### src/cp0Pkg.sv
package cp0Pkg;

    typedef logic [31:0] word_t;
    typedef logic [4:0]  regAddr_t;

    // CP0 register numbers, select 0
    localparam regAddr_t RegBadVAddr = 5'd8;
    localparam regAddr_t RegCount    = 5'd9;
    localparam regAddr_t RegCompare  = 5'd11;
    localparam regAddr_t RegStatus   = 5'd12;
    localparam regAddr_t RegCause    = 5'd13;
    localparam regAddr_t RegEpc      = 5'd14;
    localparam regAddr_t RegPrId     = 5'd15;
    localparam regAddr_t RegErrorEpc = 5'd30;

    // Exception kinds reported by the pipeline
    typedef enum logic [3:0] {
        ExcNone,
        ExcIntr,
        ExcCpU,
        ExcRi,
        ExcOv,
        ExcTrap,
        ExcSysc,
        ExcBp,
        ExcAdE,
        ExcTlbr,
        ExcTlbi,
        ExcTlbm,
        ExcEret
    } excType_t;

    typedef logic [4:0] excCode_t;

    localparam excCode_t CodeInt  = 5'd0;
    localparam excCode_t CodeMod  = 5'd1;
    localparam excCode_t CodeTlbl = 5'd2;
    localparam excCode_t CodeTlbs = 5'd3;
    localparam excCode_t CodeAdel = 5'd4;
    localparam excCode_t CodeAdes = 5'd5;
    localparam excCode_t CodeSys  = 5'd8;
    localparam excCode_t CodeBp   = 5'd9;
    localparam excCode_t CodeRi   = 5'd10;
    localparam excCode_t CodeCpU  = 5'd11;
    localparam excCode_t CodeOv   = 5'd12;
    localparam excCode_t CodeTr   = 5'd13;

    typedef struct packed {
        logic [2:0] pad31;
        logic       cu0;        // 28
        logic [4:0] pad27;
        logic       bev;        // 22
        logic [5:0] pad21;
        logic [7:0] im;         // 15:8
        logic [2:0] pad7;
        logic       um;         // 4
        logic       pad3;
        logic       erl;        // 2
        logic       exl;        // 1
        logic       ie;         // 0
    } statusView_t;

    typedef struct packed {
        logic       bd;         // 31
        logic       pad30;
        logic [1:0] ce;         // 29:28
        logic [3:0] pad27;
        logic       iv;         // 23
        logic [6:0] pad22;
        logic [7:0] ip;         // 15:8, only 9:8 writable
        logic       pad7;
        excCode_t   excCode;    // 6:2
        logic [1:0] pad1;
    } causeView_t;

    // Same data word seen as Status or Cause
    typedef union packed {
        word_t       raw;
        statusView_t status;
        causeView_t  cause;
    } cp0Word_u;

endpackage
### src/cp0Top.sv
`timescale 1ns/10ps

module cp0Top import cp0Pkg::*; #(
    parameter word_t resetVector = 32'hBFC00000,
    parameter word_t prIdValue   = 32'h00018000
) (
    input  logic       clk,
    input  logic       rst,
    input  regAddr_t   regAddr_i,
    input  logic       regWen_i,
    input  word_t      regWdata_i,
    input  logic       excFlag_i,
    input  excType_t   excType_i,
    input  word_t      excPc_i,
    input  word_t      excBadAddr_i,
    input  logic [1:0] excCpNum_i,
    input  logic       excStore_i,
    input  logic       inDelaySlot_i,
    input  logic [5:0] hwIntr_i,
    output word_t      regRdata_o,
    output word_t      epc_o,
    output word_t      errorEpc_o,
    output logic       userMode_o,
    output logic       excIntr_o
);

    word_t      status;
    word_t      causeCtl;
    logic [1:0] swIp;
    word_t      badVAddr;
    word_t      count;
    word_t      compare;
    logic       timerIrq;

    cp0ExcRegs #(
        .resetVector(resetVector)
    ) u_cp0ExcRegs (
        .clk          (clk),
        .rst          (rst),
        .excFlag_i    (excFlag_i),
        .excType_i    (excType_i),
        .excPc_i      (excPc_i),
        .excBadAddr_i (excBadAddr_i),
        .excCpNum_i   (excCpNum_i),
        .excStore_i   (excStore_i),
        .inDelaySlot_i(inDelaySlot_i),
        .regAddr_i    (regAddr_i),
        .regWen_i     (regWen_i),
        .regWdata_i   (regWdata_i),
        .status_o     (status),
        .causeCtl_o   (causeCtl),
        .swIp_o       (swIp),
        .epc_o        (epc_o),
        .badVAddr_o   (badVAddr),
        .errorEpc_o   (errorEpc_o)
    );

    // Count writes bypass the exception priority
    cp0Timer u_cp0Timer (
        .clk       (clk),
        .rst       (rst),
        .regAddr_i (regAddr_i),
        .regWen_i  (regWen_i),
        .regWdata_i(regWdata_i),
        .count_o   (count),
        .compare_o (compare),
        .timerIrq_o(timerIrq)
    );

    cp0IntrRead #(
        .prIdValue(prIdValue)
    ) u_cp0IntrRead (
        .clk       (clk),
        .rst       (rst),
        .hwIntr_i  (hwIntr_i),
        .timerIrq_i(timerIrq),
        .swIp_i    (swIp),
        .status_i  (status),
        .causeCtl_i(causeCtl),
        .epc_i     (epc_o),
        .badVAddr_i(badVAddr),
        .errorEpc_i(errorEpc_o),
        .count_i   (count),
        .compare_i (compare),
        .regAddr_i (regAddr_i),
        .regRdata_o(regRdata_o),
        .excIntr_o (excIntr_o),
        .userMode_o(userMode_o)
    );

endmodule

### src/cp0IntrRead.sv
`timescale 1ns/10ps

module cp0IntrRead import cp0Pkg::*; #(
    parameter word_t prIdValue = 32'h00018000
) (
    input  logic       clk,
    input  logic       rst,
    input  logic [5:0] hwIntr_i,
    input  logic       timerIrq_i,
    input  logic [1:0] swIp_i,
    input  word_t      status_i,
    input  word_t      causeCtl_i,
    input  word_t      epc_i,
    input  word_t      badVAddr_i,
    input  word_t      errorEpc_i,
    input  word_t      count_i,
    input  word_t      compare_i,
    input  regAddr_t   regAddr_i,
    output word_t      regRdata_o,
    output logic       excIntr_o,
    output logic       userMode_o
);

    logic [7:2] hwIp;
    logic [7:0] ip;
    logic       noExcLevel;
    cp0Word_u   statusWord;
    cp0Word_u   causeWord;
    word_t      rdata;

    // Line 5 shared with the timer, as on MIPS32 without VInt
    always_ff @(posedge clk or posedge rst) begin
        if (rst) begin
            hwIp <= '0;
        end else begin
            hwIp <= {hwIntr_i[5] | timerIrq_i, hwIntr_i[4:0]};
        end
    end

    assign ip             = {hwIp, swIp_i};
    assign statusWord.raw = status_i;

    always_comb begin
        causeWord.raw      = causeCtl_i;
        causeWord.cause.ip = ip;
    end

    assign noExcLevel = !statusWord.status.exl && !statusWord.status.erl;

    assign excIntr_o  = |(ip & statusWord.status.im) && statusWord.status.ie && noExcLevel;
    assign userMode_o = statusWord.status.um && noExcLevel;

    always_comb begin
        case (regAddr_i)
            RegBadVAddr: rdata = badVAddr_i;
            RegCount:    rdata = count_i;
            RegCompare:  rdata = compare_i;
            RegStatus:   rdata = statusWord.raw;
            RegCause:    rdata = causeWord.raw;
            RegEpc:      rdata = epc_i;
            RegPrId:     rdata = prIdValue;
            RegErrorEpc: rdata = errorEpc_i;
            default:     rdata = '0;   // Unimplemented registers
        endcase
    end

    assign regRdata_o = rdata;

endmodule

### src/cp0Timer.sv
`timescale 1ns/10ps

module cp0Timer import cp0Pkg::*; (
    input  logic     clk,
    input  logic     rst,
    input  regAddr_t regAddr_i,
    input  logic     regWen_i,
    input  word_t    regWdata_i,
    output word_t    count_o,
    output word_t    compare_o,
    output logic     timerIrq_o
);

    logic [32:0] countFull;   // Extra low bit halves the rate
    word_t       count;
    word_t       compare;
    logic        timerIrq;
    logic        timerHit;

    assign count    = countFull[32:1];
    assign timerHit = (compare != '0) && (count == compare);

    always_ff @(posedge clk or posedge rst) begin
        if (rst) begin
            countFull <= '0;
        end else if (regWen_i && regAddr_i == RegCount) begin
            countFull <= {regWdata_i, 1'b0};
        end else begin
            countFull <= countFull + 33'd1;
        end
    end

    always_ff @(posedge clk or posedge rst) begin
        if (rst) begin
            compare  <= '0;
            timerIrq <= 1'b0;
        end else if (regWen_i && regAddr_i == RegCompare) begin
            compare  <= regWdata_i;
            timerIrq <= 1'b0;   // Writing Compare acks the timer
        end else if (timerHit) begin
            timerIrq <= 1'b1;
        end
    end

    assign count_o    = count;
    assign compare_o  = compare;
    assign timerIrq_o = timerIrq;

endmodule

### src/cp0ExcRegs.sv
`timescale 1ns/10ps

module cp0ExcRegs import cp0Pkg::*; #(
    parameter word_t resetVector = 32'hBFC00000
) (
    input  logic     clk,
    input  logic     rst,
    input  logic     excFlag_i,
    input  excType_t excType_i,
    input  word_t    excPc_i,
    input  word_t    excBadAddr_i,
    input  logic [1:0] excCpNum_i,
    input  logic     excStore_i,
    input  logic     inDelaySlot_i,
    input  regAddr_t regAddr_i,
    input  logic     regWen_i,
    input  word_t    regWdata_i,
    output word_t    status_o,
    output word_t    causeCtl_o,
    output logic [1:0] swIp_o,
    output word_t    epc_o,
    output word_t    badVAddr_o,
    output word_t    errorEpc_o
);

    logic       statusCu0;
    logic       statusBev;
    logic [7:0] statusIm;
    logic       statusUm;
    logic       statusErl;
    logic       statusExl;
    logic       statusIe;

    logic       causeBd;
    logic [1:0] causeCe;
    logic       causeIv;
    logic [1:0] swIp;
    excCode_t   causeExcCode;

    word_t epc;
    word_t badVAddr;
    word_t errorEpc;

    cp0Word_u wrWord;
    cp0Word_u statusWord;
    cp0Word_u causeWord;
    excCode_t excCode;
    logic     isRecorded;    // Any real exception, ERET excluded
    logic     recordAddr;
    word_t    savedPc;

    assign wrWord.raw = regWdata_i;
    assign savedPc    = inDelaySlot_i ? excPc_i - 32'd4 : excPc_i;

    always_comb begin
        isRecorded = 1'b1;
        recordAddr = 1'b0;
        case (excType_i)
            ExcIntr: excCode = CodeInt;
            ExcCpU:  excCode = CodeCpU;
            ExcRi:   excCode = CodeRi;
            ExcOv:   excCode = CodeOv;
            ExcTrap: excCode = CodeTr;
            ExcSysc: excCode = CodeSys;
            ExcBp:   excCode = CodeBp;
            ExcAdE: begin
                excCode    = excStore_i ? CodeAdes : CodeAdel;
                recordAddr = 1'b1;
            end
            ExcTlbr, ExcTlbi: begin
                excCode    = excStore_i ? CodeTlbs : CodeTlbl;
                recordAddr = 1'b1;
            end
            ExcTlbm: begin
                excCode    = CodeMod;
                recordAddr = 1'b1;
            end
            default: begin   // ExcNone and ERET
                excCode    = causeExcCode;
                isRecorded = 1'b0;
            end
        endcase
    end

    always_ff @(posedge clk or posedge rst) begin
        if (rst) begin
            statusCu0    <= 1'b0;
            statusBev    <= 1'b1;
            statusIm     <= '0;
            statusUm     <= 1'b0;
            statusErl    <= 1'b1;
            statusExl    <= 1'b0;
            statusIe     <= 1'b0;
            causeBd      <= 1'b0;
            causeCe      <= '0;
            causeIv      <= 1'b0;
            swIp         <= '0;
            causeExcCode <= '0;
            epc          <= '0;
            badVAddr     <= '0;
            errorEpc     <= resetVector;
        end else if (excFlag_i) begin
            if (excType_i == ExcEret) begin
                statusExl <= 1'b0;
            end else if (isRecorded) begin
                statusExl    <= 1'b1;
                causeExcCode <= excCode;
                if (!statusExl) begin   // Nested exception keeps first EPC
                    epc     <= savedPc;
                    causeBd <= inDelaySlot_i;
                end
                if (recordAddr)
                    badVAddr <= excBadAddr_i;
                if (excType_i == ExcCpU)
                    causeCe <= excCpNum_i;
            end
        end else if (regWen_i) begin
            case (regAddr_i)
                RegStatus: begin
                    statusCu0 <= wrWord.status.cu0;
                    statusBev <= wrWord.status.bev;
                    statusIm  <= wrWord.status.im;
                    statusUm  <= wrWord.status.um;
                    statusErl <= wrWord.status.erl;
                    statusExl <= wrWord.status.exl;
                    statusIe  <= wrWord.status.ie;
                end
                RegCause: begin
                    causeIv <= wrWord.cause.iv;
                    swIp    <= wrWord.cause.ip[1:0];
                end
                RegEpc:      epc      <= regWdata_i;
                RegBadVAddr: badVAddr <= regWdata_i;
                RegErrorEpc: errorEpc <= regWdata_i;
                default: ;
            endcase
        end
    end

    always_comb begin
        statusWord.raw        = '0;
        statusWord.status.cu0 = statusCu0;
        statusWord.status.bev = statusBev;
        statusWord.status.im  = statusIm;
        statusWord.status.um  = statusUm;
        statusWord.status.erl = statusErl;
        statusWord.status.exl = statusExl;
        statusWord.status.ie  = statusIe;
    end

    // IP left zero here, filled in by the read side
    always_comb begin
        causeWord.raw           = '0;
        causeWord.cause.bd      = causeBd;
        causeWord.cause.ce      = causeCe;
        causeWord.cause.iv      = causeIv;
        causeWord.cause.excCode = causeExcCode;
    end

    assign status_o   = statusWord.raw;
    assign causeCtl_o = causeWord.raw;
    assign swIp_o     = swIp;
    assign epc_o      = epc;
    assign badVAddr_o = badVAddr;
    assign errorEpc_o = errorEpc;

endmodule

### config.mk
export PLATFORM = sky130hd
export DESIGN_NAME = cp0Top
export DESIGN_NICKNAME = d
export VERILOG_FILES = /design/src/cp0Pkg.sv /design/src/cp0Top.sv /design/src/cp0IntrRead.sv /design/src/cp0Timer.sv /design/src/cp0ExcRegs.sv
export SDC_FILE = /design/constraint.sdc
export NUM_CORES = 1
export LEC_CHECK = 0
export BUFFER_PORTS_ARGS = -buffer_cell sky130_fd_sc_hd__buf_2
export CORE_MARGIN = 1
export CORE_UTILIZATION = 50
export DETAILED_ROUTE_END_ITERATION = 8
export PLACE_DENSITY = 0.83
export SETUP_SLACK_MARGIN = 0.05
export SLEW_MARGIN = 20
export SYNTH_ARGS = -nofsm -noshare
export SYNTH_HDL_FRONTEND = slang
export SYNTH_SLANG_ARGS = --single-unit
export TNS_END_PERCENT = 30
### constraint.sdc
create_clock -name clk -period 6.75 [get_ports clk]
set_clock_uncertainty 0.2 [all_clocks]
set_input_delay 1.0125 -clock clk [delete_from_list [all_inputs] [get_ports clk]]
set_output_delay 1.0125 -clock clk [all_outputs]
set_load 0.01 [all_outputs]
## Yosys cells after proc, flatten, opt, wreduce, memory -nomap -nowiden

Index checks and enable logic that the tools add are counted.

| word-level totals | value |
|---|---|
| register bits after elaboration | 193 |
| output and inout port bits | 98 |
| word-level logic and storage cells | 108 |

| cells by class | value |
|---|---|
| $add $sub $neg | 2 |
| eq/ne operators | 26 |
| mux-type cells | 27 |
| bitwise logic cells | 5 |
| reductions and logical operators | 29 |

Operators by type and width:

| kind | count |
|---|---|
| $mux 32 | 13 |
| $pmux 32 s8 | 1 |
| $pmux 5 s10 | 1 |
| $eq 5x4->1 const B | 7 |
| $add 33x1->33 const B | 1 |
| $mux 33 | 1 |
| $eq 32x32->1 | 1 |
| $reduce_bool 32->1 | 1 |
| $sub 32x3->32 const B | 1 |
| $eq 4x4->1 const B | 5 |
| $eq 4x3->1 const B | 4 |
| $reduce_and 3->1 | 4 |
| $reduce_and 4->1 | 3 |
| $mux 1 | 11 |
| $reduce_or 11->1 | 1 |
| $reduce_and 5->1 | 2 |
| $reduce_bool 10->1 | 1 |
| $reduce_bool 2->1 | 5 |
| $and 8x8->8 | 1 |
| $eq 4x2->1 const B | 2 |
| $reduce_or 8->1 | 1 |
| $logic_and 1x1->1 | 7 |
| $eq 5x5->1 const B | 1 |
| $eq 4x1->1 const B | 1 |
| 8 further kinds | 13 |

## Longest topological paths before layout

| depth | value |
|---|---|
| depth in word-level cells | 7 |
| depth in mapped cells | 10 |

## Cells and area by module

Synthesis repeated with hierarchy kept, for this count alone.

| second synthesis, totals | value |
|---|---|
| cells, all modules | 1201 |
| area total of the unflattened synthesis | 12044.1 um^2 |

By module, submodules not included:

| module | instances | cells an instance | area each (um^2) | seq. area each (um^2) |
|---|---|---|---|---|
| cp0ExcRegs | 1 | 605 | 6206.0 | 3016.6 |
| cp0Timer | 1 | 350 | 3693.5 | 1651.6 |
| cp0IntrRead | 1 | 246 | 2144.6 | 150.1 |

## Worst setup path after synthesis

Ideal clock, no wire load.

| path | value |
|---|---|
| path type | in2out |
| start point | input port regAddr_i[2] |
| end point | output port regRdata_o[10] |
| data arrival time | 2.322 ns |
| data required time | 5.537 ns |
| setup slack | 3.216 ns |
| stages on the path | 5 |
| buffers on the path | 1 |
| cell sequence | or3b_2 nor2_1 clkbuf_1 a22oi_1 nand3_1 |

| on the way | value |
|---|---|
| longest elaborated chain between the ends | 2 |
| elaborated cells on any way between the ends | 9 |

RTL lines:

| item | line | RTL |
|---|---|---|
| start: declaration | cp0Top.sv:9 | `input regAddr_t regAddr_i,` |
| $eq 5x5->1 or $eq 5x4->1 (tied branches) | cp0IntrRead.sv:54 | `case (regAddr_i)` |
| $pmux 32 s8 (*) | cp0IntrRead.sv:54 |  |
| end: declaration | cp0Top.sv:20 | `output word_t regRdata_o,` |

Every way passes the cells marked *; elsewhere a longest branch is shown, timed or not.

## Worst setup path in the final report

| path | value |
|---|---|
| start point | input port regAddr_i[2] |
| end point | output port regRdata_o[8] |

The elaborated chain is that of the path after synthesis.

==> impl_metrics.py <==
metrics = {
    "run_status": {
        "run_status": "completed",
    },
    "sta": {
        "timing.final.crit_period_ps": 4560,
        "fmaxAchievable_ghz": 0.219,
        "final-hold-violation-count": 0,
        "worst_slack_ps": 2190,
        "finalSetupViolCount": 0,
        "grt_setup_unrepaired": "no",
        "setup_total_negative_slack_ps": 0,
        "worstMarginPinSlew_ps": 1070,
        "hold_ws_ps": 286,
        "relSlewSlack": 0.286,
        "drv_slew": 0,
        "finalCritPeriodShare": 0.676,
    },
    "clock_tree": {
        "ctsResizeCount": 0,
        "cts_setup_buffers": 0,
        "cts_htree_levels": 4,
        "cts_root_buf": "clkbuf_16",
        "cts_made_buffers": 17,
        "hold_buffers": 0,
        "path_clk_slew_ps": 70,
        "clock_latency_ps": 440,
        "clockBufferDepth": 2,
        "tritoncts": "yes",
        "cts_sinks": 192,
    },
    "setup_path": {
        "r2r_start": "u_cp0ExcRegs.statusExl",
        "slowest_library_cell_on_the_worst_path": "nor2_2",
        "worst_r2r_path_cells": 5,
        "worstPathMaxFanout": 18,
        "timing.critical_path.arrival_ps": 3350,
        "timing.critical_path.to_type": "output port",
        "required_time_of_the_worst_setup_path_ps": 5540,
        "regToRegEndpoint": "u_cp0ExcRegs.epc_o[10]",
        "worst-r2r-setup-slack_ps": 3760,
        "path_buf_inv": 3,
        "worst_path_largest_cell_delay_ps": 830,
        "timing.critical_path.mode_cell": "buf_2",
        "cp-start-kind": "primary input",
        "timing.critical_path.max_delay_family": "simple AND/OR/NAND/NOR gates",
        "crit_chain": "buf_2 > or3b_2 > nor2_2 > buf_4 > a222oi_1 > nand3_1 > buf_2",
        "criticalPathCategory": "primary input to output port",
    },
    "logic_synthesis": {
        "ys_dominant_reg_cell": "dfrtp_1",
        "synth_area_leaders": "dfrtp_1 (44%), mux2_2 (9.5%), a22oi_1 (4.5%)",
        "synth_top_area_cell": "dfrtp_1",
        "count_of_cell_types_in_the_netlist": 53,
        "synth_edf_count": 0,
        "ys_warn_count": 0,
        "synthArstFlopShare": 1.00,
        "post_synth_inst_count": 1018,
        "synth-seq-cells": 192,
        "mappedNetlistNets": 1143,
        "synthesis.area_per_instance_um2": 10.1,
        "synth_top_area_share": 0.440,
        "synth-seq-area-share": 0.469,
        "syn_area_mm2": 0.0103,
    },
    "layout": {
        "final_cell_mix": "buf_2 (216), dfrtp_1 (181), nand2_1 (113), mux2_2 (87), a22oi_1 (61)",
        "most_frequent_standard_cell_in_the_layout_excluding_fill_and_tap_cells": "buf_2",
        "layout.cells.non_filler": 1483,
        "antenna_cells": 0,
        "layout.filler_cells": 1709,
        "layout-drive-gt1-share": 0.305,
        "area_overhead_of_the_layout_relative_to_synthesis_pct": 18.4,
        "design.final.nets": 1325,
    },
    "drt": {
        "number_of_antenna_violating_nets_in_the_routed_design": 0,
        "remaining_drc_errors": 0,
        "final_routed_wirelength_mm": 32.1,
        "detailroute.via_count": 9294,
        "initial_drt_markers": 967,
        "via_per_inst": 6.27,
        "firstDrtPassIters": 7,
        "route.detailed.wl_per_inst_um": 21.7,
    },
    "worst_hold_path": {
        "holdPathStages": 2,
        "min_from": "u_cp0ExcRegs.badVAddr_o[6]",
        "timing.hold.worst.class": "flip-flop to flip-flop",
        "hold-path-endpoint": "u_cp0ExcRegs.badVAddr_o[6]",
    },
    "floorplanning": {
        "die_height_um": 145,
        "chipWidth_um": 145,
        "initial_utilization": 0.510,
        "core_area_mm2": 0.0202,
        "die_area_mm2": 0.0211,
        "core.rowCount": 52,
        "num_io_pins": 217,
    },
    "placement": {
        "place.port_buffers": 216,
        "post-place-ws_ps": 2190,
        "hpwlAfterDp_mm": 22.7,
        "globalplace.congestion": 0.901,
        "dpl.cell_count": 1451,
    },
    "global_routing": {
        "antenna_found_initial": 0,
        "grt.overflow.total": 0,
        "number_of_global_route_vias_before_repair": 9148,
        "grt_first_pass_wirelength_mm": 50.6,
        "groute.usage.overall": 0.309,
        "grt_max_degree": 136,
    },
    "power_and_ir_drop": {
        "p_per_area_mw_per_mm2": 300,
        "irDropWorstVdd_uv": 146,
        "power.static_leakage_uw": 0.00563,
    },
    "flow_run": {
        "cap_violations": 0,
    },
}
==> tightest hold or removal path, stage by stage (launching register included) <==
cell and delay, ps:
dfrtp_1 350, nand2_1 50, o21ai_0 60
==> how the worst max path moves through the flow <==
stage / start / end / cells past startpoint
floorplan: rst / u_cp0ExcRegs.badVAddr_o[0] / 1
global placement: regAddr_i[2] / regRdata_o[9] / 7
detailed placement: regAddr_i[2] / regRdata_o[8] / 7
CTS: regAddr_i[2] / regRdata_o[8] / 7
global route: regAddr_i[2] / regRdata_o[11] / 7
finish: regAddr_i[2] / regRdata_o[8] / 7
==> synth_stat cells, types with 9 or more instances <==
cell / number
a21boi_0: 18
a21oi_1: 52
a222oi_1: 23
a22oi_1: 61
buf_2: 16
clkbuf_1: 46
dfrtp_1: 181
dfstp_2: 11
inv_1: 11
mux2_2: 87
mux2i_1: 14
nand2_1: 114
nand3_1: 34
nand4_1: 10
nor2_1: 59
nor2b_1: 9
nor3_1: 21
nor4_1: 29
o21ai_0: 46
o221ai_1: 17
xnor2_1: 46
xor2_1: 45
==> through the flow <==
step | util | total power, uW | cell area [um2]
6_report | 0.604 | 3650 | 12200
5_1_grt | 0.604 | 3820 | 12200
3_5_place_dp | 0.575 | 2650 | 11600
3_3_place_gp | 0.575 | 2610 | 11600
2_1_floorplan | - | 2240 | 10300
4_1_cts | 0.604 | 3650 | 12200
==> area by class of cell <==
| class | instances | area, um2 | share of cell area |
|---|---|---|---|
| multi-input cells | 751 | 5240 | 0.430 |
| repair buffers | 227 | 1160 | 0.0955 |
| flip-flops and latches | 192 | 4820 | 0.396 |
| clock buffers | 20 | 437 | 0.0359 |
| clock inverters | 12 | 133 | 0.0109 |
| inverters | 11 | 48.8 | 0.00401 |
| well taps | 270 | 338 | 0.0277 |
==> per-layer routing <==
layer / global-route usage / share of wire / wire [um]
met1: 0.418 / 0.41 / 13300
met5: 0 / 0 / 0
met4: 0.106 / 0.023 / 743
met3: 0.0618 / 0.090 / 2900
met2: 0.497 / 0.47 / 15200
==> state kept, by name, summed over array words and instances, names as in the netlist <==
| signal | count |
|---|---|
| u_cp0ExcRegs.causeCe | 2 |
| u_cp0ExcRegs.badVAddr_o | 32 |
| u_cp0Timer.timerIrq_o | 1 |
| u_cp0ExcRegs.statusBev | 1 |
| u_cp0ExcRegs.statusCu0 | 1 |
| u_cp0ExcRegs.causeExcCode | 4 |
| u_cp0IntrRead.hwIp | 6 |
| u_cp0Timer.countFull | 33 |
| u_cp0Timer.compare_o | 32 |
| u_cp0ExcRegs.causeIv | 1 |
| u_cp0ExcRegs.statusIe | 1 |
| u_cp0ExcRegs.swIp_o | 2 |
| u_cp0ExcRegs.statusUm | 1 |
| u_cp0ExcRegs.epc_o | 32 |
| u_cp0ExcRegs.causeBd | 1 |
| u_cp0ExcRegs.errorEpc_o | 32 |
| u_cp0ExcRegs.statusExl | 1 |
| u_cp0ExcRegs.statusErl | 1 |
| u_cp0ExcRegs.statusIm | 8 |
==> where the power goes <==
group / leakage [uW] / switching (uW) / internal, uW / total [uW]
Clock: 0.000271 / 456 / 548 / 1000
Sequential: 0.00237 / 350 / 1450 / 1800
Combinational: 0.00298 / 445 / 403 / 848
Total: 0.00563 / 1250 / 2400 / 3650
==> cells by family after synthesis <==
kind of cell	synth area share
xor gates and xnor gates	0.0775
buffers and inverters	0.0293
muxes	0.110
adders and majority gates	0.00730
DFF	0.469
and+or+nand+nor	0.152
AOI/OAI and AO/OA	0.155
Note: power is estimated with default switching activity, not from simulation.
